**src/common/axi_bridge_macros.svh**
```systemverilog
`ifndef AXI_BRIDGE_MACROS_SVH
`define AXI_BRIDGE_MACROS_SVH

// ==================================================
// Bus widths
// ==================================================

// Byte address on both masters
`define AXI_ADDR_BITS 32

// One instruction or data word per beat
`define AXI_DATA_BITS 32

// ==================================================
// FSM encoding
// ==================================================

// Wide enough for the four-state machines
`define BRIDGE_STATE_BITS 2

// ==================================================
// Simulation limits
// ==================================================

// Worst case per step, store plus fetch with slow slave
`define TB_STEP_SLACK 64

`endif

```
**src/common/axi_bridge_pkg.sv**
```systemverilog
`include "axi_bridge_macros.svh"

package axi_bridge_pkg;

	// ==================================================
	// Plain vectors
	// ==================================================

	typedef logic [`AXI_ADDR_BITS-1:0] addr_t;	// Byte address
	typedef logic [`AXI_DATA_BITS-1:0] word_t;	// Instruction or data

	// Data side operation of one step
	typedef enum logic [1:0] {
		MEM_NONE  = 2'd0,
		MEM_LOAD  = 2'd1,
		MEM_STORE = 2'd2
	} mem_op_e;

	// ==================================================
	// Channel bundles
	// ==================================================

	// One processor step, held while stall is high
	typedef struct packed {
		addr_t   fetch_addr;
		mem_op_e op;
		addr_t   data_addr;
		word_t   store_data;
	} cpu_step_t;

	// AR or AW as driven by a master
	typedef struct packed {
		logic  valid;
		addr_t addr;
	} axi_addr_req_t;

	// R as driven by the slave
	typedef struct packed {
		logic  valid;
		word_t data;
		logic  last;
	} axi_r_rsp_t;

	// W, always a single full-word beat
	typedef struct packed {
		logic  valid;
		word_t data;
		logic  last;
	} axi_w_req_t;

	// ==================================================
	// FSM states
	// ==================================================

	typedef enum logic [`BRIDGE_STATE_BITS-1:0] {
		SEQ_IDLE, SEQ_DATA, SEQ_FETCH, SEQ_DONE
	} seq_state_e;

	typedef enum logic [`BRIDGE_STATE_BITS-1:0] {
		RD_IDLE, RD_ADDR, RD_DATA
	} rd_state_e;

	typedef enum logic [`BRIDGE_STATE_BITS-1:0] {
		WR_IDLE, WR_ADDR, WR_DATA, WR_RESP
	} wr_state_e;

endpackage

```
**src/access_sequencer.sv**
```systemverilog
`timescale 1ns/100ps

module access_sequencer
	import axi_bridge_pkg::*;
(
	input  logic    ACLK,
	input  logic    ARESETn,
	input  mem_op_e op,
	output logic    fetch_start,
	input  logic    fetch_done,
	output logic    data_start,
	input  logic    data_done,
	output logic    stall
);

	seq_state_e state;
	seq_state_e state_nxt;
	logic       has_data;

	assign has_data = (op != MEM_NONE);	// Load or store in this step

	// ==================================================
	// Step ordering
	// ==================================================

	always_comb begin
		state_nxt = state;
		case (state)
			SEQ_IDLE: begin
				// Data phase goes first when there is one
				if (has_data) begin
					state_nxt = SEQ_DATA;
				end else begin
					state_nxt = SEQ_FETCH;
				end
			end
			SEQ_DATA: begin
				if (data_done) begin
					state_nxt = SEQ_FETCH;
				end
			end
			SEQ_FETCH: begin
				if (fetch_done) begin
					state_nxt = SEQ_DONE;
				end
			end
			SEQ_DONE: begin
				state_nxt = SEQ_IDLE;	// Single release cycle
			end
			default: begin
				state_nxt = SEQ_IDLE;
			end
		endcase
	end

	always_ff @(posedge ACLK or negedge ARESETn) begin
		if (!ARESETn) begin
			state       <= SEQ_IDLE;
			stall       <= 1'b1;
			data_start  <= 1'b0;
			fetch_start <= 1'b0;
		end else begin
			state <= state_nxt;
			// Low only while sitting in SEQ_DONE
			stall <= (state_nxt != SEQ_DONE);

			data_start  <= (state == SEQ_IDLE) && has_data;
			fetch_start <= ((state == SEQ_IDLE) && !has_data) ||
				((state == SEQ_DATA) && data_done);
		end
	end

	// ==================================================
	// Checks
	// ==================================================

	// Only one master may be kicked at a time
	a_single_start: assert property (
		@(posedge ACLK) disable iff (!ARESETn)
		!(fetch_start && data_start)
	) else $error("fetch_start and data_start high together");

endmodule

```
**src/cpu_axi_bridge.sv**
```systemverilog
`timescale 1ns/100ps

module cpu_axi_bridge
	import axi_bridge_pkg::*;
(
	input  logic          ACLK,
	input  logic          ARESETn,
	// Processor side
	input  cpu_step_t     step,
	output logic          stall,
	output word_t         instr,
	output word_t         load_data,
	// M0, instruction fetch
	output axi_addr_req_t ar_m0,
	input  logic          arready_m0,
	input  axi_r_rsp_t    r_m0,
	output logic          rready_m0,
	// M1, loads and stores
	output axi_addr_req_t ar_m1,
	input  logic          arready_m1,
	input  axi_r_rsp_t    r_m1,
	output logic          rready_m1,
	output axi_addr_req_t aw_m1,
	input  logic          awready_m1,
	output axi_w_req_t    w_m1,
	input  logic          wready_m1,
	input  logic          bvalid_m1,
	output logic          bready_m1
);

	logic fetch_start;
	logic fetch_done;
	logic data_start;
	logic data_done;
	logic is_store;

	assign is_store = (step.op == MEM_STORE);

	access_sequencer u_seq (
		.ACLK        (ACLK),
		.ARESETn     (ARESETn),
		.op          (step.op),
		.fetch_start (fetch_start),
		.fetch_done  (fetch_done),
		.data_start  (data_start),
		.data_done   (data_done),
		.stall       (stall)
	);

	fetch_master u_fetch (
		.ACLK       (ACLK),
		.ARESETn    (ARESETn),
		.start      (fetch_start),
		.fetch_addr (step.fetch_addr),
		.done       (fetch_done),
		.instr      (instr),
		.ar         (ar_m0),
		.arready    (arready_m0),
		.r          (r_m0),
		.rready     (rready_m0)
	);

	data_master u_data (
		.ACLK       (ACLK),
		.ARESETn    (ARESETn),
		.start      (data_start),
		.is_store   (is_store),
		.data_addr  (step.data_addr),
		.store_data (step.store_data),
		.done       (data_done),
		.load_data  (load_data),
		.ar         (ar_m1),
		.arready    (arready_m1),
		.r          (r_m1),
		.rready     (rready_m1),
		.aw         (aw_m1),
		.awready    (awready_m1),
		.w          (w_m1),
		.wready     (wready_m1),
		.bvalid     (bvalid_m1),
		.bready     (bready_m1)
	);

endmodule

```
**src/data_master.sv**
```systemverilog
`timescale 1ns/100ps

module data_master
	import axi_bridge_pkg::*;
(
	input  logic          ACLK,
	input  logic          ARESETn,
	input  logic          start,
	input  logic          is_store,
	input  addr_t         data_addr,
	input  word_t         store_data,
	output logic          done,
	output word_t         load_data,
	output axi_addr_req_t ar,
	input  logic          arready,
	input  axi_r_rsp_t    r,
	output logic          rready,
	output axi_addr_req_t aw,
	input  logic          awready,
	output axi_w_req_t    w,
	input  logic          wready,
	input  logic          bvalid,
	output logic          bready
);

	rd_state_e rd_state;
	rd_state_e rd_state_nxt;
	wr_state_e wr_state;
	wr_state_e wr_state_nxt;
	addr_t     addr_q;
	word_t     wdata_q;
	logic      r_fire;
	logic      rd_end;
	logic      wr_end;

	assign r_fire = r.valid && rready;
	assign rd_end = (rd_state == RD_DATA) && r_fire && r.last;
	assign wr_end = (wr_state == WR_RESP) && bvalid;	// B handshake

	// ==================================================
	// Load FSM
	// ==================================================

	always_comb begin
		rd_state_nxt = rd_state;
		case (rd_state)
			RD_IDLE: if (start && !is_store) rd_state_nxt = RD_ADDR;
			RD_ADDR: if (arready) rd_state_nxt = RD_DATA;
			RD_DATA: if (rd_end) rd_state_nxt = RD_IDLE;
			default: rd_state_nxt = RD_IDLE;
		endcase
	end

	// ==================================================
	// Store FSM, AW then W then B
	// ==================================================

	always_comb begin
		wr_state_nxt = wr_state;
		case (wr_state)
			WR_IDLE: if (start && is_store) wr_state_nxt = WR_ADDR;
			WR_ADDR: if (awready) wr_state_nxt = WR_DATA;
			WR_DATA: if (wready) wr_state_nxt = WR_RESP;
			WR_RESP: if (bvalid) wr_state_nxt = WR_IDLE;
			default: wr_state_nxt = WR_IDLE;
		endcase
	end

	always_ff @(posedge ACLK or negedge ARESETn) begin
		if (!ARESETn) begin
			rd_state  <= RD_IDLE;
			wr_state  <= WR_IDLE;
			done      <= 1'b0;
			load_data <= '0;
		end else begin
			rd_state <= rd_state_nxt;
			wr_state <= wr_state_nxt;
			done     <= rd_end || wr_end;	// One cycle after last handshake
			if (r_fire) begin
				load_data <= r.data;
			end
		end
	end

	// Request payload, taken when the step starts
	always_ff @(posedge ACLK) begin
		if (start) begin
			addr_q  <= data_addr;
			wdata_q <= store_data;
		end
	end

	assign ar.valid = (rd_state == RD_ADDR);
	assign ar.addr  = addr_q;
	assign rready   = (rd_state == RD_DATA);

	assign aw.valid = (wr_state == WR_ADDR);
	assign aw.addr  = addr_q;
	assign w.valid  = (wr_state == WR_DATA);
	assign w.data   = wdata_q;
	assign w.last   = (wr_state == WR_DATA);	// Single beat
	assign bready   = (wr_state == WR_RESP);

	// ==================================================
	// Checks
	// ==================================================

	a_aw_hold: assert property (
		@(posedge ACLK) disable iff (!ARESETn)
		aw.valid && !awready |=> aw.valid && $stable(aw.addr)
	) else $error("M1 AW dropped or changed before awready");

	a_w_hold: assert property (
		@(posedge ACLK) disable iff (!ARESETn)
		w.valid && !wready |=> w.valid && $stable(w.data)
	) else $error("M1 W dropped or changed before wready");

	// One transaction at a time on M1
	a_one_path: assert property (
		@(posedge ACLK) disable iff (!ARESETn)
		!((rd_state != RD_IDLE) && (wr_state != WR_IDLE))
	) else $error("load and store FSMs active together");

endmodule

```
**src/fetch_master.sv**
```systemverilog
`timescale 1ns/100ps

module fetch_master
	import axi_bridge_pkg::*;
(
	input  logic          ACLK,
	input  logic          ARESETn,
	input  logic          start,
	input  addr_t         fetch_addr,
	output logic          done,
	output word_t         instr,
	output axi_addr_req_t ar,
	input  logic          arready,
	input  axi_r_rsp_t    r,
	output logic          rready
);

	rd_state_e state;
	rd_state_e state_nxt;
	addr_t     addr_q;	// Captured at start, held through AR
	logic      r_fire;

	assign r_fire = r.valid && rready;

	// ==================================================
	// Read FSM on M0
	// ==================================================

	always_comb begin
		state_nxt = state;
		case (state)
			RD_IDLE: if (start) state_nxt = RD_ADDR;
			RD_ADDR: if (arready) state_nxt = RD_DATA;	// AR handshake
			RD_DATA: if (r_fire && r.last) state_nxt = RD_IDLE;
			default: state_nxt = RD_IDLE;
		endcase
	end

	always_ff @(posedge ACLK or negedge ARESETn) begin
		if (!ARESETn) begin
			state <= RD_IDLE;
			done  <= 1'b0;
			instr <= '0;
		end else begin
			state <= state_nxt;
			done  <= (state == RD_DATA) && r_fire && r.last;
			if (r_fire) begin
				instr <= r.data;	// Held until the next fetch
			end
		end
	end

	always_ff @(posedge ACLK) begin
		if (start && (state == RD_IDLE)) begin
			addr_q <= fetch_addr;
		end
	end

	assign ar.valid = (state == RD_ADDR);
	assign ar.addr  = addr_q;
	assign rready   = (state == RD_DATA);

	// ==================================================
	// Checks
	// ==================================================

	a_ar_hold: assert property (
		@(posedge ACLK) disable iff (!ARESETn)
		ar.valid && !arready |=> ar.valid && $stable(ar.addr)
	) else $error("M0 AR dropped or changed before arready");

endmodule

```
**config.mk**
```make
export PLATFORM = sky130hd
export DESIGN_NAME = cpu_axi_bridge
export DESIGN_NICKNAME = d
export VERILOG_FILES = /design/src/common/axi_bridge_pkg.sv /design/src/access_sequencer.sv /design/src/cpu_axi_bridge.sv /design/src/data_master.sv /design/src/fetch_master.sv
export VERILOG_INCLUDE_DIRS = /design/src /design/src/common
export SDC_FILE = /design/constraint.sdc
export NUM_CORES = 1
export LEC_CHECK = 0
export BUFFER_PORTS_ARGS = -buffer_cell sky130_fd_sc_hd__buf_2
export CORE_AREA = 2 2 147 149
export DETAILED_ROUTE_END_ITERATION = 10
export DIE_AREA = 0 0 149 151
export MAX_ROUTING_LAYER = met4
export SLEW_MARGIN = 20
export SYNTH_ARGS = -nofsm -noshare
export SYNTH_HDL_FRONTEND = slang
export SYNTH_SLANG_ARGS = --single-unit
```
**constraint.sdc**
```tcl
create_clock -name ACLK -period 5.1 [get_ports ACLK]
set_input_delay 1.275 -clock ACLK [delete_from_list [all_inputs] [get_ports ACLK]]
set_output_delay 1.275 -clock ACLK [all_outputs]
set_load 0.005 [all_outputs]
```
==> results by stage <==
Status:
- The run finished with clean final reports.

Place:
- Routability-driven placement finished with a final weighted congestion of roughly 0.76.
- The detailed placement HPWL is between 10,000 and 15,000 µm.
- The post-placement cell count is 931.
- During placement, the flow inserted port buffers numbering roughly 370.

Clocking:
- The clock tree root buffer cell is sky130_fd_sc_hd__clkbuf_16.
- The number of CTS-inserted buffers is 17.
- Counting along the longest clock path gives a buffer depth of 2.
- The total setup buffers inserted after CTS is 0.
- The number of hold buffers added after CTS was 0.
- The clock net sink count is 173.
- The CTS tree is yes.
- The clock transition at the registers of the reported paths is 0.07 ns.
- The CTS H-tree depth is 4.
- The post-cts repair resize count is 0.
- The later pin in the worst-skew pair is clocked with a latency of around 0.42 ns.

Global routing:
- The number of global-route vias before repair was about 4,000.
- Summed over all layers, the global routing overflow is 0.
- Entering global routing, the biggest net connects 78 pins.
- The number of antenna violations at the first check in global routing was 0.
- The first global-routing pass estimated 22,700 µm of wire.
- The total track usage is 14.1%.

Logic synthesis:
- The average size of a mapped cell is just under 20 µm².
- After synthesis, the largest area contributor takes up 46.5% of total cell area.
- The cell with the most instances after synthesis is sky130_fd_sc_hd__edfxtp_1.
- By count the netlist is led by sky130_fd_sc_hd__edfxtp_1 (96), sky130_fd_sc_hd__dfrtp_1 (76), sky130_fd_sc_hd__mux2_2 (60), sky130_fd_sc_hd__buf_4 (33), sky130_fd_sc_hd__buf_6 (6).
- The total standard cell area after synthesis is between 6000 and 7000 µm².
- The sequential fraction of the synthesis area is between 70% and 80%.
- The synthesized net count is ~500.
- Synthesis produced a netlist whose cell count is 320.
- The number of warnings issued by yosys is 0.
- Counting flops with an async set or reset pin after synthesis yields a share of between 40% and 50%.
- In the post-synthesis netlist, the biggest area contributors are sky130_fd_sc_hd__edfxtp_1 (47%), sky130_fd_sc_hd__dfrtp_1 (31%), sky130_fd_sc_hd__mux2_2 (11%).
- The number of enable flip-flop cells after synthesis is 96.
- Among all flip-flop cells after synthesis, the most frequent one is sky130_fd_sc_hd__edfxtp_1.
- The count of unique library cells instantiated by Yosys is 31.
- The number of register bits inferred by synthesis is 173.
- The biggest area contributor in the post-synthesis netlist is sky130_fd_sc_hd__edfxtp_1.

STA:
- Setup repair after global routing left no endpoint under its margin.
- Setup violations remaining at the end of the flow were counted as 0.
- The post-route fraction of the period consumed by the critical path is about half.
- For the final database, setup skew stands at about 0.011 ns.
- The relative slew slack is 43.0%.
- Derived from the worst setup path, the maximum achievable clock frequency is 383 MHz.
- The number of slew-limit violations in the final report is 0.
- The worst-margin pin slew is ~0.86 ns.
- The smallest clock period supported by the final layout is computed as between 2 and 3 ns.
- Adding up every negative setup slack in the final design gives 0 ns.
- The final hold violation count was 0.

Critical path:
- In this run the worst path has a maximum fanout of 4.
- For the worst flop-to-flop path, the logic depth is 2.
- The worst register-to-register path has a setup slack of 3.27 ns.
- STA classifies the critical path endpoint as a primary output.
- The worst register-to-register path begins at u_fetch.state[1].
- The endpoint identified for the worst register-to-register timing path is u_fetch.addr_q[13].
- The type of element launching the critical path is a flop.
- The critical path class is reg -> out.
- The required time reported for the critical path endpoint is approximately 3.8 ns.
- Data arrives at the worst endpoint at ~1.3 ns.

Finish:
- The layout overhead on the synthesized area is 40.7%.
- The final-stage net count is around 850.
- For this run, the share of the core covered by cells in the final layout is a little over two fifths.
- In the final layout, the share of cells above drive strength 1 is 69.3%.
- The number of cells in the finished layout apart from fillers is about 960.

Pwr:
- Net switching is between 20% and 30% of the power.
- The clock network fraction of total power is a little over a quarter.
- The analysis attributes to net switching a power of between 0.001 and 0.0015 W.
- The reported leakage power is ~4.1 nW.
- Cell internal power was estimated by the tool at roughly 0.0034 W.
- Of the total power, registers draw a little under half.
- The maximum VDD drop is approximately 0.00021 V.
- The fraction of power consumed by combinational cells is a little over a quarter.
- The total power divided by cell area is about 550 nW/µm².

Detailed routing:
- The detailed router finished its first iteration with ~130 violations.
- For this run, the detailed router's first-pass iteration total came to 4.
- The detailed-route vias per instance is between 4 and 5.
- The number of antenna-violating nets in the routed design is 0.
- The routed wirelength normalized by instance count is around 17 µm.
- The via total after detailed routing is approximately 4,000.
- After detailed routing, the total wire length is 16,200 µm.
- In the routed design, unresolved DRC markers number 0.

Die:
- The total number of placement rows is 53.
- The area of the core region is around 21,000 µm².
- The die outline height is about 150 µm.
- The initial utilization of the core area, before any placement, comes to 29.8%.
- The overall die width is 149 µm.
- The die covers about 22,000 µm².
- The count of boundary I/O pins is ~370.

Worst hold path:
- The startpoint identified for the worst hold timing path is u_fetch.done.
- The capture endpoint of the worst hold path is u_seq.stall.
- The path class of the tightest hold or removal check is reg -> reg.
- The number of cells traversed by the worst hold path is 1.

Job:
- The tool flagged a number of max-cap violations equal to 0.
metrics by stage:
stage          hold WS [ns]  total power [W]  area, µm²  setup WS, ns
3_5_place_dp          0.428          0.00361       8120          2.58
2_1_floorplan         0.393          0.00294       6200          1.80
5_1_grt               0.459          0.00513       8720          2.42
4_1_cts               0.440          0.00492       8710          2.44
3_3_place_gp          0.424          0.00358       8120          2.59
6_report              0.432          0.00483       8720          2.49
final cells by class:
class                           instances  area [µm²]
Clock inverter                         15         168
Inverter                                3        11.3
Sequential cell                       173        4810
Antenna cell                            1        2.50
Tap cell                              275         344
Timing Repair Buffer                  375        1890
Clock buffer                           17         425
Fill cell                            1951       12100
Multi-Input combinational cell        105        1070
critical path, cell delays in order (launching register included):
cell	delay (ns)
sky130_fd_sc_hd__dfrtp_1	0.40
sky130_fd_sc_hd__inv_1	0.13
sky130_fd_sc_hd__ha_1	0.25
sky130_fd_sc_hd__buf_2	0.14
per-layer routing:
layer	GRT usage [%]	vias to the layer above	share of wire, %
met2	23.2	210	52
met4	4.90	0	1.5
li1	-	1836	-
met3	4.10	17	7.4
met5	-	-	0
met1	16.6	1962	40
how the worst max path moves through the flow:
stage | from | endpoint | slack, ns
6_report | u_data.wr_state[0] | w_m1[0] | 2.49
5_1_grt | u_data.wr_state[0] | w_m1[33] | 2.42
4_1_cts | u_data.wr_state[0] | w_m1[33] | 2.44
3_5_place_dp | r_m0[33] | u_fetch.instr[8] | 2.58
3_3_place_gp | r_m1[33] | u_data.load_data[30] | 2.59
2_1_floorplan | u_fetch.state[1] | u_fetch.addr_q[0] | 1.80
sequential cells by signal, summed over array words and instances, names as in the netlist:
register and cells:
u_data.addr_q 32, u_data.load_data 32, u_data.wdata_q 32, u_fetch.addr_q 32
u_fetch.instr 32, u_data.rd_state 2, u_data.wr_state 2, u_fetch.state 2
u_seq.state 2, u_data.done 1, u_fetch.done 1, u_seq.data_start 1
u_seq.fetch_start 1, u_seq.stall 1
cell usage in the layout (no fill, tap or decap), types with 2 or more instances in the layout:
| cell type | n |
|---|---|
| sky130_fd_sc_hd__a21oi_1 | 2 |
| sky130_fd_sc_hd__a22o_1 | 2 |
| sky130_fd_sc_hd__buf_2 | 372 |
| sky130_fd_sc_hd__buf_4 | 2 |
| sky130_fd_sc_hd__clkbuf_16 | 17 |
| sky130_fd_sc_hd__clkinv_8 | 4 |
| sky130_fd_sc_hd__clkinvlp_4 | 2 |
| sky130_fd_sc_hd__dfrtp_1 | 75 |
| sky130_fd_sc_hd__edfxtp_1 | 96 |
| sky130_fd_sc_hd__ha_1 | 5 |
| sky130_fd_sc_hd__inv_1 | 3 |
| sky130_fd_sc_hd__inv_6 | 2 |
| sky130_fd_sc_hd__inv_8 | 5 |
| sky130_fd_sc_hd__mux2_1 | 4 |
| sky130_fd_sc_hd__mux2_2 | 60 |
| sky130_fd_sc_hd__mux2i_1 | 2 |
| sky130_fd_sc_hd__nand2_1 | 2 |
| sky130_fd_sc_hd__nand2_2 | 2 |
| sky130_fd_sc_hd__nand2b_1 | 2 |
| sky130_fd_sc_hd__nand3b_1 | 2 |
| sky130_fd_sc_hd__nor2_1 | 3 |
| sky130_fd_sc_hd__nor2b_1 | 5 |
| sky130_fd_sc_hd__nor3_1 | 2 |
power groups by stage:
stage | clock [W] | sequential (W) | combinational (W)
final | 0.00129 | 0.00224 | 0.00130
after global placement | 0 | 0.00225 | 0.00133
after global routing | 0.00139 | 0.00230 | 0.00143
after CTS | 0.00133 | 0.00224 | 0.00134
after floorplan | 0 | 0.00237 | 0.000571
after detailed placement | 0 | 0.00227 | 0.00134
cells by family after synthesis:
group | after synthesis | share of synthesized area [%]
muxes | 67 | 12.2
adders and majority gates | 5 | 1.01
AOI/OAI and AO/OA | 8 | 1.25
buffers and inverters | 42 | 5.27
DFF | 173 | 77.6
and+or+nand+nor | 25 | 2.65
Power figures use the tool's default switching activity.
